### src/rtl/iagc_capture_cfg.svh
`ifndef IAGC_CAPTURE_CFG_SVH
`define IAGC_CAPTURE_CFG_SVH

// Data path widths.
`define IAGC_DATA_W        16
`define IAGC_ADDR_W        12
`define IAGC_DEC_W         4
`define IAGC_OP_W          3

`define IAGC_MEM_DEPTH     4096   // Physical RAM depth, also the default capture depth.
`define IAGC_DUMP_CREDITS  4      // Credits the dumper holds after reset.
`define IAGC_END_CYCLES    4      // Length of the end of capture pulse.

`endif

### src/rtl/iagc_types_pkg.sv
`default_nettype none

`include "iagc_capture_cfg.svh"

package iagc_types_pkg;

    // One ADC word of the reference or error channel.
    typedef logic [`IAGC_DATA_W-1:0] sample_t;

    // Sample memory address, also used for the capture depth.
    typedef logic [`IAGC_ADDR_W-1:0] addr_t;

    typedef logic [`IAGC_DEC_W-1:0] dec_t;   // Decimation factor, 0 and 1 keep every sample.

    // Holds the values 0 to IAGC_DUMP_CREDITS.
    typedef logic [$clog2(`IAGC_DUMP_CREDITS + 1)-1:0] credit_t;

endpackage

`default_nettype wire

### src/rtl/iagc_ctrl_pkg.sv
`default_nettype none

`include "iagc_capture_cfg.svh"

package iagc_ctrl_pkg;

    typedef enum logic [3:0] {
        STATUS_RESET     = 4'b0000,
        STATUS_INIT      = 4'b0001,
        STATUS_IDLE      = 4'b0010,
        STATUS_SAMPLE    = 4'b0011,
        STATUS_CMD_PARSE = 4'b0100,
        STATUS_CMD_READ  = 4'b0101,
        STATUS_CMD_ERROR = 4'b0110,
        STATUS_DUMP_REF  = 4'b0111,
        STATUS_DUMP_ERR  = 4'b1000,
        STATUS_CLEAN_MEM = 4'b1001,
        STATUS_SET_MEM   = 4'b1010,
        STATUS_SET_DEC   = 4'b1011,
        STATUS_HALT      = 4'b1100
    } iagc_status_e;

    // Host opcodes. Code 7 has no meaning and is answered with CMD_ERROR.
    typedef enum logic [`IAGC_OP_W-1:0] {
        OP_START     = 3'd0,
        OP_DUMP_REF  = 3'd1,
        OP_DUMP_ERR  = 3'd2,
        OP_CLEAN_MEM = 3'd3,
        OP_SET_MEM   = 3'd4,
        OP_SET_DEC   = 3'd5,
        OP_HALT      = 3'd6
    } iagc_op_e;

    typedef enum logic [1:0] {
        SMP_INIT  = 2'd0,
        SMP_WAIT  = 2'd1,
        SMP_WRITE = 2'd2,
        SMP_END   = 2'd3
    } sampler_state_e;

endpackage

`default_nettype wire

### src/rtl/sample_wr_if.sv
`timescale 1ns/1ps
`default_nettype none

`include "iagc_capture_cfg.svh"

interface sample_wr_if import iagc_types_pkg::*; ();

    logic    valid;
    addr_t   addr;
    sample_t ref_sample;
    sample_t err_sample;

    // The memory stores the pair on the same edge that sees valid high.
    modport sampler (output valid, output addr, output ref_sample, output err_sample);
    modport mem     (input  valid, input  addr, input  ref_sample, input  err_sample);

endinterface

`default_nettype wire

### src/rtl/iagc_sampler.sv
`timescale 1ns/1ps
`default_nettype none

`include "iagc_capture_cfg.svh"

module iagc_sampler
    import iagc_types_pkg::*;
    import iagc_ctrl_pkg::*;
(
    input  wire logic         i_clock,
    input  wire logic         i_rst_n,
    input  wire iagc_status_e i_status,
    input  wire logic         i_gate,
    input  wire sample_t      i_reference,
    input  wire sample_t      i_error,
    input  wire addr_t        i_memory_size,
    input  wire dec_t         i_decimator,
    sample_wr_if.sampler      wr,
    output logic              o_end
);

    localparam int END_W = $clog2(`IAGC_END_CYCLES);
    localparam int END_LAST = `IAGC_END_CYCLES - 1;

    sampler_state_e   state;
    sampler_state_e   next_state;
    addr_t            addr;        // Address of the next write.
    addr_t            last_addr;
    dec_t             dec_cnt;
    logic [END_W-1:0] end_cnt;
    logic             gate_q;
    logic             gate_rise;
    logic             hit;

    assign last_addr = i_memory_size - addr_t'(1);
    assign gate_rise = i_gate && !gate_q;

    // Every decimation-th cycle with the gate high takes a sample.
    assign hit = (state == SMP_WRITE) && i_gate &&
                 ((i_decimator <= dec_t'(1)) || (dec_cnt == i_decimator - dec_t'(1)));

    always_comb begin
        next_state = state;
        case (state)
            SMP_INIT: begin
                if (i_status == STATUS_SAMPLE) next_state = SMP_WAIT;
            end
            SMP_WAIT: begin
                if (i_status != STATUS_SAMPLE) next_state = SMP_INIT;
                else if (gate_rise) next_state = SMP_WRITE;
            end
            SMP_WRITE: begin
                if (hit && (addr == last_addr)) next_state = SMP_END;
                else if (!i_gate) next_state = SMP_WAIT;
            end
            SMP_END: begin
                if (end_cnt == END_LAST[END_W-1:0]) next_state = SMP_INIT;
            end
            default: next_state = SMP_INIT;
        endcase
    end

    always_ff @(posedge i_clock or negedge i_rst_n) begin
        if (!i_rst_n) begin
            state    <= SMP_INIT;
            gate_q   <= 1'b0;
            addr     <= '0;
            dec_cnt  <= '0;
            end_cnt  <= '0;
            wr.valid <= 1'b0;
        end else begin
            gate_q   <= i_gate;
            wr.valid <= hit && (i_status != STATUS_RESET);
            state    <= (i_status == STATUS_RESET) ? SMP_INIT : next_state;
            case (state)
                SMP_INIT: begin
                    addr    <= '0;
                    dec_cnt <= '0;
                    end_cnt <= '0;
                end
                SMP_WAIT: dec_cnt <= '0;   // Each gate pulse starts a fresh count.
                SMP_WRITE: begin
                    if (hit) begin
                        addr    <= addr + addr_t'(1);
                        dec_cnt <= '0;
                    end else if (i_gate) begin
                        dec_cnt <= dec_cnt + dec_t'(1);
                    end
                end
                default: end_cnt <= end_cnt + 1'b1;
            endcase
        end
    end

    always_ff @(posedge i_clock) begin
        if (hit) begin
            wr.addr       <= addr;
            wr.ref_sample <= i_reference;
            wr.err_sample <= i_error;
        end
    end

    assign o_end = state == SMP_END;

endmodule

`default_nettype wire

### src/flat_wrapper.sv
// flat-port wrapper written by rule: the top's interface ports become plain ports
module iagc_sampler_flat import iagc_types_pkg::*; import iagc_ctrl_pkg::*;
  (i_clock, i_rst_n, i_status, i_gate, i_reference, i_error, i_memory_size, i_decimator, o_end, wr_valid, wr_addr, wr_ref_sample, wr_err_sample);
  sample_wr_if wr_i ();
  input  wire logic i_clock;
  input  wire logic i_rst_n;
  input  wire iagc_status_e i_status;
  input  wire logic i_gate;
  input  wire sample_t i_reference;
  input  wire sample_t i_error;
  input  wire addr_t i_memory_size;
  input  wire dec_t i_decimator;
  output logic o_end;
  output wire logic [$bits(wr_i.valid)-1:0] wr_valid;
  output wire logic [$bits(wr_i.addr)-1:0] wr_addr;
  output wire logic [$bits(wr_i.ref_sample)-1:0] wr_ref_sample;
  output wire logic [$bits(wr_i.err_sample)-1:0] wr_err_sample;
  assign wr_valid = wr_i.valid;
  assign wr_addr = wr_i.addr;
  assign wr_ref_sample = wr_i.ref_sample;
  assign wr_err_sample = wr_i.err_sample;
  iagc_sampler u_core (.i_clock(i_clock), .i_rst_n(i_rst_n), .i_status(i_status), .i_gate(i_gate), .i_reference(i_reference), .i_error(i_error), .i_memory_size(i_memory_size), .i_decimator(i_decimator), .wr(wr_i), .o_end(o_end));
endmodule
### config.mk
export PLATFORM = sky130hd
export DESIGN_NAME = iagc_sampler_flat
export DESIGN_NICKNAME = d
export VERILOG_FILES = /design/src/rtl/iagc_types_pkg.sv /design/src/rtl/iagc_ctrl_pkg.sv /design/src/rtl/sample_wr_if.sv /design/src/rtl/iagc_sampler.sv /design/src/flat_wrapper.sv
export VERILOG_INCLUDE_DIRS = /design/src /design/src/rtl
export SDC_FILE = /design/constraint.sdc
export NUM_CORES = 1
export LEC_CHECK = 0
export ABC_CLOCK_PERIOD_IN_PS = 3650
export BUFFER_PORTS_ARGS = -buffer_cell sky130_fd_sc_hd__buf_2
export CORE_ASPECT_RATIO = 1.25
export CORE_MARGIN = 4
export CORE_UTILIZATION = 46
export CTS_CLUSTER_DIAMETER = 60
export DETAILED_ROUTE_END_ITERATION = 7
export GPL_TIMING_DRIVEN = 0
export PLACE_DENSITY_LB_ADDON = 0.3
export SKIP_LAST_GASP = 1
export SLEW_MARGIN = 20
export SYNTH_ARGS = -nofsm -noshare
export SYNTH_HDL_FRONTEND = slang
export SYNTH_SLANG_ARGS = --single-unit
### constraint.sdc
create_clock -name i_clock -period 3.65 [get_ports i_clock]
set_clock_uncertainty 0.05 [all_clocks]
set_input_delay 0 -clock i_clock [delete_from_list [all_inputs] [get_ports i_clock]]
set_output_delay 0 -clock i_clock [all_outputs]
set_load 0.01 [all_outputs]
Word level (Yosys, flattened, before mapping)
Cells that the tools add are included.
Widths: inputs -> output; s select.

cells by class
  order comparisons = 1
  reduce and logical (&&, ||, !) cells = 17
  equal/unequal tests = 14
  multiplexer cells = 14
  add/subtract/negate cells = 5

operator list
  operator               count
  $pmux 12 s2            1
  $mux 2                 7
  $add 12x1->12 const B  1
  $eq 12x12->1           1
  $mux 12                1
  $sub 12x1->12 const B  1
  $mux 4                 2
  $pmux 2 s4             1
  $pmux 4 s2             1
  $eq 2x2->1 const B     3
  $ne 3x1->1 const B     2
  $logic_and 1x1->1      5
  $add 4x1->4 const B    1
  $eq 4x2->1 const B     1
  $eq 4x4->1             1
  $le 4x1->1 const B     1
  $logic_not 4->1        1
  $ne 4x1->1 const B     1
  $ne 4x2->1 const B     1
  $ne 4x4->1 const B     1
  $pmux 2 s2             1
  $reduce_and 2->1       2
  $reduce_and 4->1       1
  $reduce_bool 2->1      2
  other kinds (10)       11

storage, ports and cells
  output and inout port bits = 46
  bits of input ports = 55
  bits in registers = 66

Logic depth before layout (Yosys ltp)
Gate-level depths: netlist of the first run.

  depth after elaboration = 8
  mapped depth = 9
  mapped depth without buffers = 8

Least setup slack after synthesis of the first run
Ideal clock, no wire load.

  path type = register to register
  from = register u_core.state[0]
  to = register u_core.addr[10]
  data required time = 3.468 ns
  slack = 0.102 ns
  data arrival time = 3.367 ns
  buffers on the path = 1
  cell stages (with the launch flop) = 10
  cells stage by stage = dfrtp_1 -> inv_1 -> ha_1 -> nand2_1 -> or3_1 -> o31ai_4 -> clkbuf_1 -> nand4_1 -> xnor2_1 -> nor2_1

on the way
  word-level cells in the longest chain between the ends = 5
  elaborated cells between the ends (all ways) = 8
  those cells by class = eq/ne: 2; mux: 1; reduce/logical: 5

RTL lines
  element                            RTL line            RTL
  from (decl)                        iagc_sampler.sv:25  sampler_state_e state;
  from (signal assigned)             iagc_sampler.sv:74  state <= (i_status == STATUS_RESET) ? SMP_INIT : next_state;
  $eq 2x2->1                         iagc_sampler.sv:39  assign hit = (state == SMP_WRITE) && i_gate &&
  $logic_and 1x1->1 (2 in series)    iagc_sampler.sv:39
  named net u_core.hit               iagc_sampler.sv:33  logic hit;
  $ne 2x1->1 (no source line)        n/a
  $reduce_and 2->1 (no source line)  n/a
  to (signal assigned)               iagc_sampler.sv:84  addr <= addr + addr_t'(1);
  to (decl)                          iagc_sampler.sv:27  addr_t addr;

The timed path passes the listed nets, and every way through them passes these cells.
A chain may end at the register's enable or synchronous reset.

Final worst setup path of the first run
Same ends and word-level chain as after synthesis.

==> results of run 1 <==
-- layer usage --
layer | track usage, % | vias to the layer above | share of wire [%]
li1 | - | 1220 | -
met1 | 21.6 | 1140 | 40
met2 | 31.4 | 53 | 54
met3 | 4.40 | 8 | 4.7
met4 | 6.65 | 0 | 1.5
met5 | 0 | - | 0
-- cell families after synthesis --
logic type	Yosys count	synth area share, %
XOR/XNOR	27	8.01
buffers and inverters	17	2.32
flip-flops	66	59.9
AND/OR/NAND/NOR	89	15.7
AO/OA/AOI/OAI	42	9.81
adder cells (fa/ha/maj)	10	4.00
multiplexers	1	0.320
-- cell usage after synthesis, types with 2 or more instances --
cell and count:
sky130_fd_sc_hd__a211oi_1 2, sky130_fd_sc_hd__a21o_1 2, sky130_fd_sc_hd__a21oi_1 7, sky130_fd_sc_hd__a31oi_1 2
sky130_fd_sc_hd__and2_1 7, sky130_fd_sc_hd__and3_1 2, sky130_fd_sc_hd__clkbuf_1 3, sky130_fd_sc_hd__dfrtp_1 22
sky130_fd_sc_hd__edfxtp_1 44, sky130_fd_sc_hd__ha_1 10, sky130_fd_sc_hd__inv_1 12, sky130_fd_sc_hd__nand2_1 14
sky130_fd_sc_hd__nand2b_1 5, sky130_fd_sc_hd__nand3_1 5, sky130_fd_sc_hd__nand3b_1 3, sky130_fd_sc_hd__nand4_1 8
sky130_fd_sc_hd__nor2_1 21, sky130_fd_sc_hd__nor2b_1 3, sky130_fd_sc_hd__nor3_1 5, sky130_fd_sc_hd__nor4_1 2
sky130_fd_sc_hd__nor4_2 2, sky130_fd_sc_hd__o21ai_0 11, sky130_fd_sc_hd__o31ai_1 4, sky130_fd_sc_hd__or2_2 2
sky130_fd_sc_hd__or3_1 5, sky130_fd_sc_hd__xnor2_1 8, sky130_fd_sc_hd__xor2_1 18
-- power breakdown --
group / leakage [nW] / internal [mW] / switching [mW]
clock network: 0.0998 / 0.320 / 0.290
logic: 1.06 / 0.150 / 0.185
registers: 0.714 / 0.828 / 0.0187
-- sequential cells by signal (all words and copies together), names as in the netlist --
name                  count
u_core.addr              12
u_core.dec_cnt            4
u_core.end_cnt            2
u_core.gate_q             1
u_core.state              2
u_core.wr.addr           12
u_core.wr.err_sample     16
u_core.wr.ref_sample     16
u_core.wr.valid           1
-- cell type report --
type                       count  area, sq um  share of cell area [%]
tap                           87          109                    2.53
timing repair buffer         135          856                    19.9
sequential                    66         1870                    43.6
clock inverter                 7         77.6                    1.81
multi-input combinational    169         1180                    27.5
clock buffer                   9          124                    2.88
buffer                         5         31.3                   0.728
inverter                      12         45.0                    1.05
-- how the worst min path moves through the flow --
stage	to	cells past startpoint	startpoint	slack, ns
6_report	u_core.dec_cnt[3]	2	i_rst_n	0.12
5_1_grt	u_core.dec_cnt[3]	2	i_rst_n	0.18
4_1_cts	u_core.dec_cnt[3]	2	i_rst_n	0.13
3_5_place_dp	u_core.dec_cnt[3]	1	i_rst_n	-0.03
3_3_place_gp	u_core.addr[7]	1	i_rst_n	-0.04
2_1_floorplan	u_core.addr[0]	0	i_rst_n	-0.35
-- per-stage QoR --
| stage | worst slack (ns) | util (%) | cells | hold slack [ns] | TNS [ns] |
|---|---|---|---|---|---|
| after floorplan | 0.102 | - | 252 | -0.346 | 0 |
| after global placement | -0.712 | 56.8 | 438 | -0.0425 | -23.07 |
| after detailed placement | 0.728 | 56.9 | 438 | -0.0344 | 0 |
| after CTS | 0.705 | 65.4 | 490 | 0.129 | 0 |
| after global routing | 0.509 | 65.4 | 490 | 0.178 | 0 |
| final | 0.785 | 65.4 | 490 | 0.119 | 0 |
-- what timing repair did --
action,4_1_cts,5_1_grt
hold endpoints to repair,57,0
hold buffers,36,0
setup endpoints to repair,0,0
resized for setup,0,0
setup buffers,0,0
==> impl_table.tex, run 1 <==
\begin{tabular}{lr}
\hline
Metric & Value \\
\hline
\multicolumn{2}{l}{\textbf{Setup path}} \\
\quad Crit path to & u\_core.addr[10] \\
\quad Endpoint class of the critical path & register \\
\quad Worst Path Max Fanout & 53 \\
\quad Launching instance or port of the critical path & u\_core.state[0] \\
\quad Source of the worst register-to-register timing path & u\_core.state[0] \\
\quad Buffers plus inverters on the worst setup path & 2 \\
\quad Number of cells on the critical path & 9 \\
\quad Maximum single-stage delay on the critical path & 0.67 ns \\
\quad Category of the most critical setup path & reg -> reg \\
\quad Arrival time at the worst endpoint & 3.02 ns \\
\quad Kind of start point of the critical path & register \\
\quad Family with the most delay on the worst path & simple AND/OR/NAND/NOR gates \\
\quad Reg-to-reg slack, setup & 0.79 ns \\
\quad Required arrival time at the worst endpoint & 3.80 ns \\
\quad Cell-by-cell trace of the critical path & inv\_1 -> ha\_1 -> nand2\_1 -> or3\_1 -> o31ai\_4 -> clkbuf\_4 -> nand4\_1 -> xnor2\_1 -> nor2\_1 \\
\quad Critical R2R Capture & u\_core.addr[10] \\
\quad Slowest CP cell & sky130\_fd\_sc\_hd\_\_clkbuf\_4 \\
\quad Worst R2R Path Depth & 9 \\
\multicolumn{2}{l}{\textbf{Synth}} \\
\quad Number of synthesized flops with an enable pin & 44 \\
\quad Area share of the leading cell type in the synthesized netlist & a little over two fifths \\
\quad Synth Instances & 252 \\
\quad Syn. warnings & 0 \\
\quad Seq cells post-synth & 66 \\
\quad Fraction of registers with async set or reset after synthesis & 33.3\% \\
\quad Portion of the post-synthesis area used by sequential elements & $\sim$60\% \\
\quad Synthesized area per cell & around 12 sq um \\
\quad Netlist cell types & 50 \\
\quad Post-synthesis instance area & 3130 sq um \\
\quad Post-synth top flop & sky130\_fd\_sc\_hd\_\_edfxtp\_1 \\
\quad Cell type with the highest aggregate area in the netlist & sky130\_fd\_sc\_hd\_\_edfxtp\_1 \\
\quad Total nets after synthesis & around 320 \\
\quad Area contributors post-synth & sky130\_fd\_sc\_hd\_\_edfxtp\_1 42\%, sky130\_fd\_sc\_hd\_\_dfrtp\_1 18\%, sky130\_fd\_sc\_hd\_\_xor2\_1 5.0\%, sky130\_fd\_sc\_hd\_\_ha\_1 4.0\%, sky130\_fd\_sc\_hd\_\_nor2\_1 2.5\% \\
\multicolumn{2}{l}{\textbf{Drt}} \\
\quad Vias & 2421 \\
\quad Post-detailed-route wirelength per cell & roughly 14 um \\
\quad Detailed router's first-iteration violation count & about 140 \\
\quad Number of remaining DRC errors & 0 \\
\quad Vias/cell & slightly below 5 \\
\quad Remaining number of nets flagged by the antenna check after routing & 0 \\
\quad Number of iterations in the first detailed-routing pass & 4 \\
\quad Final wirelength & 7080 um \\
\multicolumn{2}{l}{\textbf{Clock network}} \\
\quad Bufs on Longest Clock Path & 2 \\
\quad Number of buffers inserted during clock tree synthesis & 9 \\
\quad H-tree lvl count & 3 \\
\quad Clock network latency to the later pin of the worst-skew pair & approximately 0.33 ns \\
\quad Number of clock sinks & 66 \\
\quad CTS tree & done \\
\quad Root cell of the clock tree & sky130\_fd\_sc\_hd\_\_clkbuf\_8 \\
\quad CTS clk-pin slew, worst paths & around 0.08 ns \\
\multicolumn{2}{l}{\textbf{Final layout}} \\
\quad Most common library cell in the layout ignoring fill and taps & sky130\_fd\_sc\_hd\_\_buf\_2 \\
\quad Layout-stage area growth over the synthesis result & 37.4\% \\
\quad Fill cell count & between 500 and 600 \\
\quad Antenna diode count & 0 \\
\quad Share of final-layout standard cells stronger than drive strength 1 & around 31\% \\
\quad Commonest cells after routing, fill and taps aside & 100 x sky130\_fd\_sc\_hd\_\_buf\_2, 44 x sky130\_fd\_sc\_hd\_\_edfxtp\_1, 36 x sky130\_fd\_sc\_hd\_\_dlygate4sd3\_1 \\
\quad Finished layout cell area & 4300 sq um \\
\quad Number of nets in the final layout & $\sim$460 \\
\multicolumn{2}{l}{\textbf{Global route}} \\
\quad Number of antenna violations at the first check in global routing & 0 \\
\quad Pin count of the biggest net entering global routing & 54 \\
\quad Total gr overflow & 0 \\
\quad Global-route wire length before repair & approximately 11000 um \\
\quad Via count of the first global-routing pass & around 2400 \\
\quad Overall track demand over capacity in global routing & between 15 and 20\% \\
\multicolumn{2}{l}{\textbf{Timing}} \\
\quad Transition time at the pin with the least slew margin & just under 0.7 ns \\
\quad Final Setup Violations & 0 \\
\quad RSZ-0062 raised after global routing & false \\
\quad Share of the cycle needed by the critical path after routing & about 80\% \\
\quad Number of endpoints with negative hold slack in the final report & 0 \\
\quad Time the worst path needs with I/O delays and setup & roughly 2.9 ns \\
\quad Fmax achieved & about 350 MHz \\
\quad Worst slew margin & a little over half \\
\quad Slew Viols, Final & 0 \\
\multicolumn{2}{l}{\textbf{Die}} \\
\quad Die ar. & 8190 sq um \\
\quad DIE WIDTH & around 82 um \\
\quad Top-level I/O count & approximately 100 \\
\quad Number of rows created at floorplan & 33 \\
\quad Die outline height & roughly 100 um \\
\quad Core Footprint & about 6600 sq um \\
\quad Initial standard-cell utilization of the core & between 40 and 50\% \\
\multicolumn{2}{l}{\textbf{Placed design}} \\
\quad Hpwl dp & between 5000 and 6000 um \\
\quad Placed standard-cell area & roughly 3700 sq um \\
\quad Port Buffers & between 90 and 100 \\
\quad Placer's final routability congestion estimate & 0.861 \\
\multicolumn{2}{l}{\textbf{Pwr}} \\
\quad Standby leakage power & 1.87 nW \\
\quad Worst voltage drop across the vdd grid & about 0.30 mV \\
\quad Power per standard cell area & roughly 420 nW/um\^{}2 \\
\quad Total chip power & approximately 1.8 mW \\
\multicolumn{2}{l}{\textbf{Flow run}} \\
\quad \# Max-Cap Violations & 0 \\
\multicolumn{2}{l}{\textbf{Hold path}} \\
\quad Hold Path Class & in -> async \\
\multicolumn{2}{l}{\textbf{Status}} \\
\quad Status & complete, no violations \\
\hline
\end{tabular}
No activity file was read; power rests on OpenSTA's default activity.
==> inputs of run 2 (changes only) <==
--- a/config.mk
+++ b/config.mk
@@ -6,7 +6,8 @@
 export SDC_FILE = /design/constraint.sdc
 export NUM_CORES = 1
 export LEC_CHECK = 0
-export ABC_CLOCK_PERIOD_IN_PS = 3650
+export ABC_AREA = 1
+export ABC_CLOCK_PERIOD_IN_PS = 2540
 export BUFFER_PORTS_ARGS = -buffer_cell sky130_fd_sc_hd__buf_2
 export CORE_ASPECT_RATIO = 1.25
 export CORE_MARGIN = 4
==> constraint.sdc (replaced) <==
create_clock -name i_clock -period 2.54 [get_ports i_clock]
set_clock_uncertainty 0.05 [all_clocks]
set_input_delay 0 -clock i_clock [delete_from_list [all_inputs] [get_ports i_clock]]
set_output_delay 0 -clock i_clock [all_outputs]
set_load 0.01 [all_outputs]
==> run 2 against run 1 <==
- fmax is 46% higher
- sequential power is 42% higher
- setup slack worse by 0.21 ns
- first-iteration DRC count is 34% lower
- sequential share of layout area is 1.7 points lower
- combinational power is 31% higher
==> impl_table.tex, run 2 <==
\begin{tabular}{lr}
\hline
Metric & Value \\
\hline
\multicolumn{2}{l}{\textbf{Setup path}} \\
\quad Launching instance or port of the critical path & u\_core.state[0] \\
\quad Crit path to & u\_core.addr[4] \\
\quad Critical R2R Capture & u\_core.addr[4] \\
\quad Kind of start point of the critical path & register \\
\quad Worst Path Max Fanout & 10 \\
\quad Arrival time at the worst endpoint & between 2 and 2.5 ns \\
\quad Source of the worst register-to-register timing path & u\_core.state[0] \\
\quad Endpoint class of the critical path & register \\
\quad Required arrival time at the worst endpoint & between 2 and 3 ns \\
\quad Reg-to-reg slack, setup & 0.58 ns \\
\quad Category of the most critical setup path & reg -> reg \\
\quad Worst R2R Path Depth & 9 \\
\multicolumn{2}{l}{\textbf{Timing}} \\
\quad Share of the cycle needed by the critical path after routing & between 70 and 80\% \\
\quad Transition time at the pin with the least slew margin & approximately 0.53 ns \\
\quad Final Hold Slack & 0.100 ns \\
\quad Slew Viols, Final & 0 \\
\quad Worst setup margin & between 0.5 and 0.6 ns \\
\quad Number of endpoints with negative hold slack in the final report & 0 \\
\quad RSZ-0062 raised after global routing & false \\
\quad Worst slew margin & 64.2\% \\
\quad Fmax achieved & 510 MHz \\
\quad Time the worst path needs with I/O delays and setup & around 2.0 ns \\
\quad Final Setup Violations & 0 \\
\multicolumn{2}{l}{\textbf{Synth}} \\
\quad Post-synth top flop & sky130\_fd\_sc\_hd\_\_edfxtp\_1 \\
\quad Top cells by instance count after synthesis & 77 x sky130\_fd\_sc\_hd\_\_nand2\_1, 44 x sky130\_fd\_sc\_hd\_\_edfxtp\_1, 43 x sky130\_fd\_sc\_hd\_\_inv\_1 \\
\quad Netlist cell types & 32 \\
\quad Fraction of synthesized area in multiplexers & 0.349\% \\
\quad Fraction of registers with async set or reset after synthesis & between 30\% and 40\% \\
\quad Dominant cell by count in the synthesized netlist & sky130\_fd\_sc\_hd\_\_nand2\_1 \\
\quad Area contributors post-synth & sky130\_fd\_sc\_hd\_\_edfxtp\_1 41\%, sky130\_fd\_sc\_hd\_\_dfrtp\_1 17\%, sky130\_fd\_sc\_hd\_\_nand2\_1 9.0\%, sky130\_fd\_sc\_hd\_\_inv\_1 5.0\%, sky130\_fd\_sc\_hd\_\_nor2\_1 4.2\% \\
\quad Dominant combinational cell family by area after synthesis & simple AND/OR/NAND/NOR gates \\
\quad Simple-gate portion of the synthesized area & roughly 22\% \\
\quad Post-synthesis instance area & about 3200 sq um \\
\quad Total nets after synthesis & slightly below 400 \\
\quad Number of synthesized flops with an enable pin & 44 \\
\quad Seq cells post-synth & between 60 and 70 \\
\quad Synthesized-area fraction occupied by ao, oa, aoi and oai cells & 5.12\% \\
\quad Area share of the leading cell type in the synthesized netlist & 41.0\% \\
\quad XOR/XNOR share of the synthesized area & 4.35\% \\
\quad Post-synthesis share of cell area spent on full adders, half adders and majority gates & 3.88\% \\
\quad Syn. warnings & 0 \\
\quad Portion of the post-synthesis area used by sequential elements & 58.1\% \\
\quad Synthesized area per cell & just under 10 sq um \\
\quad Synth Instances & around 330 \\
\quad Cell type with the highest aggregate area in the netlist & sky130\_fd\_sc\_hd\_\_edfxtp\_1 \\
\multicolumn{2}{l}{\textbf{Global route}} \\
\quad Pin count of the biggest net entering global routing & 40 \\
\quad Global-route wire length before repair & 13700 um \\
\quad Number of antenna violations at the first check in global routing & 0 \\
\quad Via count of the first global-routing pass & around 2800 \\
\quad Total gr overflow & 0 \\
\quad Overall track demand over capacity in global routing & approximately 21\% \\
\multicolumn{2}{l}{\textbf{Die}} \\
\quad Core Footprint & 6690 sq um \\
\quad DIE WIDTH & 82.9 um \\
\quad Initial standard-cell utilization of the core & between 40 and 50\% \\
\quad Die ar. & 8420 sq um \\
\quad Number of rows created at floorplan & 33 \\
\quad Top-level I/O count & 101 \\
\quad Die outline height & roughly 100 um \\
\multicolumn{2}{l}{\textbf{Pwr}} \\
\quad Power per standard cell area & approximately 620 nW/um\^{}2 \\
\quad Standby leakage power & 2.05 nW \\
\quad Worst voltage drop across the vdd grid & $\sim$0.38 mV \\
\multicolumn{2}{l}{\textbf{Final layout}} \\
\quad Top Registers & u\_core.wr.err\_sample: 16 flops, u\_core.wr.ref\_sample: 16 flops \\
\quad Share of final-layout standard cells stronger than drive strength 1 & a little over a quarter \\
\quad Layout-stage area growth over the synthesis result & 38.6\% \\
\quad Commonest cells after routing, fill and taps aside & 100 x sky130\_fd\_sc\_hd\_\_buf\_2, 77 x sky130\_fd\_sc\_hd\_\_nand2\_1, 44 x sky130\_fd\_sc\_hd\_\_edfxtp\_1 \\
\quad Antenna diode count & 0 \\
\quad Most common library cell in the layout ignoring fill and taps & sky130\_fd\_sc\_hd\_\_buf\_2 \\
\quad Number of nets in the final layout & roughly 540 \\
\multicolumn{2}{l}{\textbf{Clock network}} \\
\quad Number of hold buffers added after CTS & 36 \\
\quad CTS tree & done \\
\quad Root cell of the clock tree & sky130\_fd\_sc\_hd\_\_clkbuf\_8 \\
\quad PostCTS Resize Cnt & 0 \\
\quad CTS clk-pin slew, worst paths & around 0.070 ns \\
\quad Clock network latency to the later pin of the worst-skew pair & 0.34 ns \\
\quad Number of clock sinks & between 60 and 70 \\
\quad Post-CTS setup repair buffer count & 0 \\
\quad Number of buffers inserted during clock tree synthesis & 9 \\
\quad H-tree lvl count & 3 \\
\quad Bufs on Longest Clock Path & 2 \\
\multicolumn{2}{l}{\textbf{Drt}} \\
\quad Vias & around 2800 \\
\quad Number of remaining DRC errors & 0 \\
\quad Vias/cell & 4.92 \\
\quad Post-detailed-route wirelength per cell & 14.2 um \\
\quad Detailed router's first-iteration violation count & 91 \\
\quad Final wirelength & roughly 8100 um \\
\quad Wire length on met1 & about 3300 um \\
\quad Number of iterations in the first detailed-routing pass & 4 \\
\quad Highest routed metal layer & met4 \\
\quad Remaining number of nets flagged by the antenna check after routing & 0 \\
\quad WL met3 & roughly 470 um \\
\quad Detailed-routed wire length on met2 & 4270 um \\
\multicolumn{2}{l}{\textbf{Status}} \\
\quad Status & complete, no violations \\
\multicolumn{2}{l}{\textbf{Hold path}} \\
\quad Hold Path Class & in -> reg \\
\quad Beginning of the worst hold path & i\_status[0] \\
\multicolumn{2}{l}{\textbf{Placed design}} \\
\quad Hpwl dp & around 5400 um \\
\quad Port Buffers & 100 \\
\quad Pre-CTS setup slack & roughly 0.6 ns \\
\quad Placer's final routability congestion estimate & 0.798 \\
\multicolumn{2}{l}{\textbf{Flow run}} \\
\quad \# Max-Cap Violations & 0 \\
\hline
\end{tabular}
run 2: critical path, cell delays in order (launching register included):
cell,delay [ns]
sky130_fd_sc_hd__dfrtp_1,0.41
sky130_fd_sc_hd__inv_1,0.09
sky130_fd_sc_hd__ha_1,0.26
sky130_fd_sc_hd__nor2_1,0.30
sky130_fd_sc_hd__inv_1,0.21
sky130_fd_sc_hd__nand2_4,0.12
sky130_fd_sc_hd__buf_8,0.13
sky130_fd_sc_hd__nand3_1,0.09
sky130_fd_sc_hd__o21ai_1,0.13
sky130_fd_sc_hd__a21oi_1,0.05
run 2: layer usage:
metal	vias up	GRT usage, %
li1	1378	-
met2	95	37.7
met3	10	6.10
met5	-	0
met4	0	5.53
met1	1311	23.9
run 2: power breakdown:
group	leakage (nW)	switching, mW	internal, mW	total (mW)
Combinational	1.24	0.245	0.196	0.441
Sequential	0.687	0.0223	1.17	1.20
Clock	0.129	0.385	0.742	1.13
run 2: final cells by class:
class | count | area (sq um)
plain buffers | 2 | 20.0
clock buffers | 9 | 124
clock inverters | 6 | 130
fillers | 535 | 2220
inverters | 45 | 169
multi-input cells | 216 | 1160
flip-flops and latches | 66 | 1870
well taps | 87 | 109
repair buffers | 137 | 881
run 2: worst min-delay path by stage:
stage | endpoint | slack, ns | cells past startpoint
floorplan | u_core.addr[0] | -0.35 | 0
global placement | u_core.state[0] | -0.04 | 1
detailed placement | u_core.state[0] | -0.04 | 1
CTS | u_core.state[1] | 0.09 | 7
global route | u_core.state[0] | 0.13 | 5
finish | u_core.state[0] | 0.10 | 5
run 2: stage by stage:
step | power, mW | cells | setup TNS, ns | area, sq um | util, %
after CTS | 2.77 | 568 | 0 | 4470 | 66.8
after floorplan | 1.49 | 329 | 0 | 3220 | -
final | 2.76 | 568 | 0 | 4470 | 66.8
after global routing | 2.89 | 568 | 0 | 4470 | 66.8
after global placement | 1.60 | 516 | -6.21 | 3830 | 57.3
after detailed placement | 1.61 | 517 | 0 | 3850 | 57.6
run 2: cells by family after synthesis:
| group | count (synthesis) |
|---|---|
| AOI/OAI and AO/OA | 30 |
| adders and majority gates | 10 |
| and+or+nand+nor | 159 |
| muxes | 1 |
| DFF | 66 |
| buffers and inverters | 47 |
| xor gates and xnor gates | 16 |
==> inputs of run 3 (changes only) <==
--- a/config.mk
+++ b/config.mk
@@ -6,12 +6,12 @@
 export SDC_FILE = /design/constraint.sdc
 export NUM_CORES = 1
 export LEC_CHECK = 0
-export ABC_AREA = 1
-export ABC_CLOCK_PERIOD_IN_PS = 2540
+export ABC_AREA = 0
+export ABC_CLOCK_PERIOD_IN_PS = 1900
 export BUFFER_PORTS_ARGS = -buffer_cell sky130_fd_sc_hd__buf_2
 export CORE_ASPECT_RATIO = 1.25
 export CORE_MARGIN = 4
-export CORE_UTILIZATION = 46
+export CORE_UTILIZATION = 51
 export CTS_CLUSTER_DIAMETER = 60
 export DETAILED_ROUTE_END_ITERATION = 7
 export GPL_TIMING_DRIVEN = 0
==> constraint.sdc (replaced) <==
create_clock -name i_clock -period 1.9 [get_ports i_clock]
set_clock_uncertainty 0.05 [all_clocks]
set_input_delay 0 -clock i_clock [delete_from_list [all_inputs] [get_ports i_clock]]
set_output_delay 0 -clock i_clock [all_outputs]
set_load 0.01 [all_outputs]
==> run 3 against run 2 <==
- the flow now finishes with violations (setup timing)
- sequential cell count is the same
- via count grew 0.64%
- fmax shrank 5.0%
- final area grew 7.2%
- first-iteration DRC count grew to 3.2 times the previous value
- core utilization grew 15 points
- power grew 40%
- largest cell class unchanged
- highest routed layer unchanged
==> impl_table.tex, run 3 (same netlist as run 1, synthesis figures left out) <==
\begin{tabular}{lr}
\hline
Metric & Value \\
\hline
\multicolumn{2}{l}{\textbf{Status}} \\
\quad Status & complete, but fails checks \\
\quad Violated checks & setup timing \\
\multicolumn{2}{l}{\textbf{Global route}} \\
\quad Global-route wire length before repair & between 10000 and 15000 um \\
\quad Via count of the first global-routing pass & approximately 2800 \\
\quad Pin count of the biggest net entering global routing & 27 \\
\quad Overall track demand over capacity in global routing & around a quarter \\
\quad Total gr overflow & 0 \\
\quad Number of antenna violations at the first check in global routing & 0 \\
\multicolumn{2}{l}{\textbf{Timing}} \\
\quad Fmax achieved & a little under 500 MHz \\
\quad RSZ-0062 raised after global routing & true \\
\quad Setup TNS Final & -3.63 ns \\
\quad Time the worst path needs with I/O delays and setup & a little over 2 ns \\
\quad Final Hold Slack & 0.0975 ns \\
\quad Transition time at the pin with the least slew margin & 0.598 ns \\
\quad Worst slew margin & between 50 and 60\% \\
\quad Number of endpoints with negative hold slack in the final report & 0 \\
\quad Final Setup Violations & 57 \\
\quad Share of the cycle needed by the critical path after routing & 109\% \\
\quad Slew Viols, Final & 0 \\
\quad Worst setup margin & -0.163 ns \\
\multicolumn{2}{l}{\textbf{Placed design}} \\
\quad Placer's final routability congestion estimate & 0.812 \\
\quad Hpwl dp & between 4000 and 5000 um \\
\quad Port Buffers & between 90 and 100 \\
\quad Cell total after placement & around 430 \\
\multicolumn{2}{l}{\textbf{Clock network}} \\
\quad H-tree lvl count & 3 \\
\quad CTS clk-pin slew, worst paths & approximately 0.070 ns \\
\quad Bufs on Longest Clock Path & 2 \\
\quad CTS tree & done \\
\quad Root cell of the clock tree & sky130\_fd\_sc\_hd\_\_clkbuf\_8 \\
\quad Number of buffers inserted during clock tree synthesis & 9 \\
\quad Clock network latency to the later pin of the worst-skew pair & 0.34 ns \\
\quad Number of clock sinks & 66 \\
\multicolumn{2}{l}{\textbf{Final layout}} \\
\quad Number of nets in the final layout & 489 \\
\quad Antenna diode count & 0 \\
\quad Layout-stage area growth over the synthesis result & 53.3\% \\
\quad Non-filler instance count after layout & just over 500 \\
\quad Top Registers & u\_core.wr.err\_sample: 16 flops, u\_core.wr.ref\_sample: 16 flops \\
\quad Fill cell count & $\sim$320 \\
\quad Register cell area after layout & approximately 1900 sq um \\
\quad Share of final-layout standard cells stronger than drive strength 1 & between 40\% and 50\% \\
\quad Area of combinational cells with multiple inputs & approximately 1300 sq um \\
\quad Most common library cell in the layout ignoring fill and taps & sky130\_fd\_sc\_hd\_\_buf\_2 \\
\quad Commonest cells after routing, fill and taps aside & 100 x sky130\_fd\_sc\_hd\_\_buf\_2, 44 x sky130\_fd\_sc\_hd\_\_edfxtp\_1, 36 x sky130\_fd\_sc\_hd\_\_dlygate4sd3\_1 \\
\multicolumn{2}{l}{\textbf{Pwr}} \\
\quad Total chip power & approximately 3.9 mW \\
\quad Worst voltage drop across the vdd grid & between 0.6 and 0.7 mV \\
\quad Standby leakage power & a little over 2 nW \\
\quad Power per standard cell area & approximately 810 nW/um\^{}2 \\
\multicolumn{2}{l}{\textbf{Die}} \\
\quad Die outline height & approximately 96 um \\
\quad Initial standard-cell utilization of the core & between 50\% and 60\% \\
\quad Number of rows created at floorplan & 31 \\
\quad Core Footprint & just under 6000 sq um \\
\quad DIE WIDTH & slightly below 80 um \\
\quad Top-level I/O count & around 100 \\
\quad Die ar. & roughly 7500 sq um \\
\multicolumn{2}{l}{\textbf{Drt}} \\
\quad Number of iterations in the first detailed-routing pass & 5 \\
\quad Vias/cell & roughly 5.5 \\
\quad Vias & roughly 2800 \\
\quad Number of remaining DRC errors & 0 \\
\quad Remaining number of nets flagged by the antenna check after routing & 0 \\
\quad Detailed router's first-iteration violation count & 292 \\
\quad Post-detailed-route wirelength per cell & about 18 um \\
\quad Final wirelength & roughly 9400 um \\
\multicolumn{2}{l}{\textbf{Hold path}} \\
\quad Beginning of the worst hold path & i\_gate \\
\quad End point of the worst hold path & u\_core.dec\_cnt[2] \\
\quad Hold Path Class & in -> reg \\
\quad Hold Path Depth & 4 \\
\multicolumn{2}{l}{\textbf{Setup path}} \\
\quad Worst Path Max Fanout & 6 \\
\quad Slowest CP cell & sky130\_fd\_sc\_hd\_\_dfrtp\_1 \\
\quad Source of the worst register-to-register timing path & u\_core.state[0] \\
\quad Cell-by-cell trace of the critical path & buf\_4 -> ha\_4 -> nor2b\_1 -> a21oi\_4 -> o2111ai\_4 -> a2111oi\_4 -> a41oi\_4 -> a211oi\_2 \\
\quad Category of the most critical setup path & reg -> reg \\
\quad Critical R2R Capture & u\_core.state[0] \\
\quad Reg-to-reg slack, setup & -0.16 ns \\
\quad Buffers plus inverters on the worst setup path & 1 \\
\quad Kind of start point of the critical path & register \\
\quad Worst R2R Path Depth & 8 \\
\quad Maximum single-stage delay on the critical path & roughly 0.40 ns \\
\quad Arrival time at the worst endpoint & between 2 and 2.5 ns \\
\quad Endpoint class of the critical path & register \\
\quad Required arrival time at the worst endpoint & 2.09 ns \\
\quad Family with the most delay on the worst path & compound AO/OA/AOI/OAI gates \\
\multicolumn{2}{l}{\textbf{Flow run}} \\
\quad \# Max-Cap Violations & 0 \\
\hline
\end{tabular}
run 3: cell types whose count changed in the layout (fill, tap and decap cells not counted), moves of 6 or more:
cell,before,now
sky130_fd_sc_hd__and2_1,1,7
sky130_fd_sc_hd__inv_1,42,10
sky130_fd_sc_hd__buf_6,0,13
sky130_fd_sc_hd__nor2_1,36,21
sky130_fd_sc_hd__nand3_1,19,3
sky130_fd_sc_hd__xor2_1,10,18
sky130_fd_sc_hd__buf_4,0,10
sky130_fd_sc_hd__nand2_1,77,11
run 3: layer usage:
metal  GRT usage, %  share of wire (%)  routed length (um)  up-vias
met1           25.6                 35                3310     1364
li1               -                  -                   -     1278
met4           13.8                4.1                 388        0
met3           4.91                5.1                 474       36
met5              0                  0                   0        -
met2           47.3                 55                5190      134
run 3: per-stage QoR:
step	setup WS (ns)	instance area (sq um)	utilization (%)
final	-0.163	4790	81.8
after global routing	-0.235	4790	81.8
after CTS	-0.0448	4670	79.8
after detailed placement	-0.482	3780	64.5
after global placement	-0.397	3780	64.5
after floorplan	-0.111	3180	-
run 3: cell type report:
class / count / share of cell area, %
repair buffers: 161 / 24.0
plain buffers: 5 / 1.23
well taps: 82 / 2.14
flip-flops and latches: 66 / 39.1
multi-input cells: 169 / 28.2
clock inverters: 5 / 1.65
clock buffers: 11 / 2.74
inverters: 12 / 0.940
run 3: worst max-delay path by stage:
stage               slack [ns]  cells past startpoint            start                end
global route             -0.23                     10  u_core.state[0]     u_core.addr[9]
global placement         -0.40                     10   i_decimator[0]    u_core.addr[10]
floorplan                -0.11                      9  u_core.state[0]    u_core.addr[10]
finish                   -0.16                      8  u_core.state[0]    u_core.state[0]
CTS                      -0.04                     10  u_core.state[0]  u_core.dec_cnt[2]
detailed placement       -0.48                     10   i_decimator[0]    u_core.addr[10]
run 3: repair_timing:
| item | CTS | global route |
|---|---|---|
| resized for setup | 30 | 17 |
| pin swaps | 16 | 7 |
| hold buffers | 36 | 0 |
| buffers inserted | 17 | 6 |
| hold endpoints to repair | 57 | 0 |
| cloned | 3 | 2 |
| endpoints found under the setup margin | 58 | 61 |
run 3: report_power, final:
group | total [mW] | internal, mW | switching, mW
combinational | 0.950 | 0.458 | 0.492
sequential | 1.64 | 1.59 | 0.0460
clock | 1.29 | 0.738 | 0.552
total | 3.88 | 2.79 | 1.09
run 3: worst reg2reg max path: stages (launching register included):
cell and delay [ns]:
sky130_fd_sc_hd__dfrtp_1 0.40, sky130_fd_sc_hd__buf_4 0.16, sky130_fd_sc_hd__ha_4 0.18, sky130_fd_sc_hd__nor2b_1 0.15, sky130_fd_sc_hd__a21oi_4 0.17, sky130_fd_sc_hd__o2111ai_4 0.14
sky130_fd_sc_hd__a2111oi_4 0.27, sky130_fd_sc_hd__a41oi_4 0.18, sky130_fd_sc_hd__a211oi_2 0.25
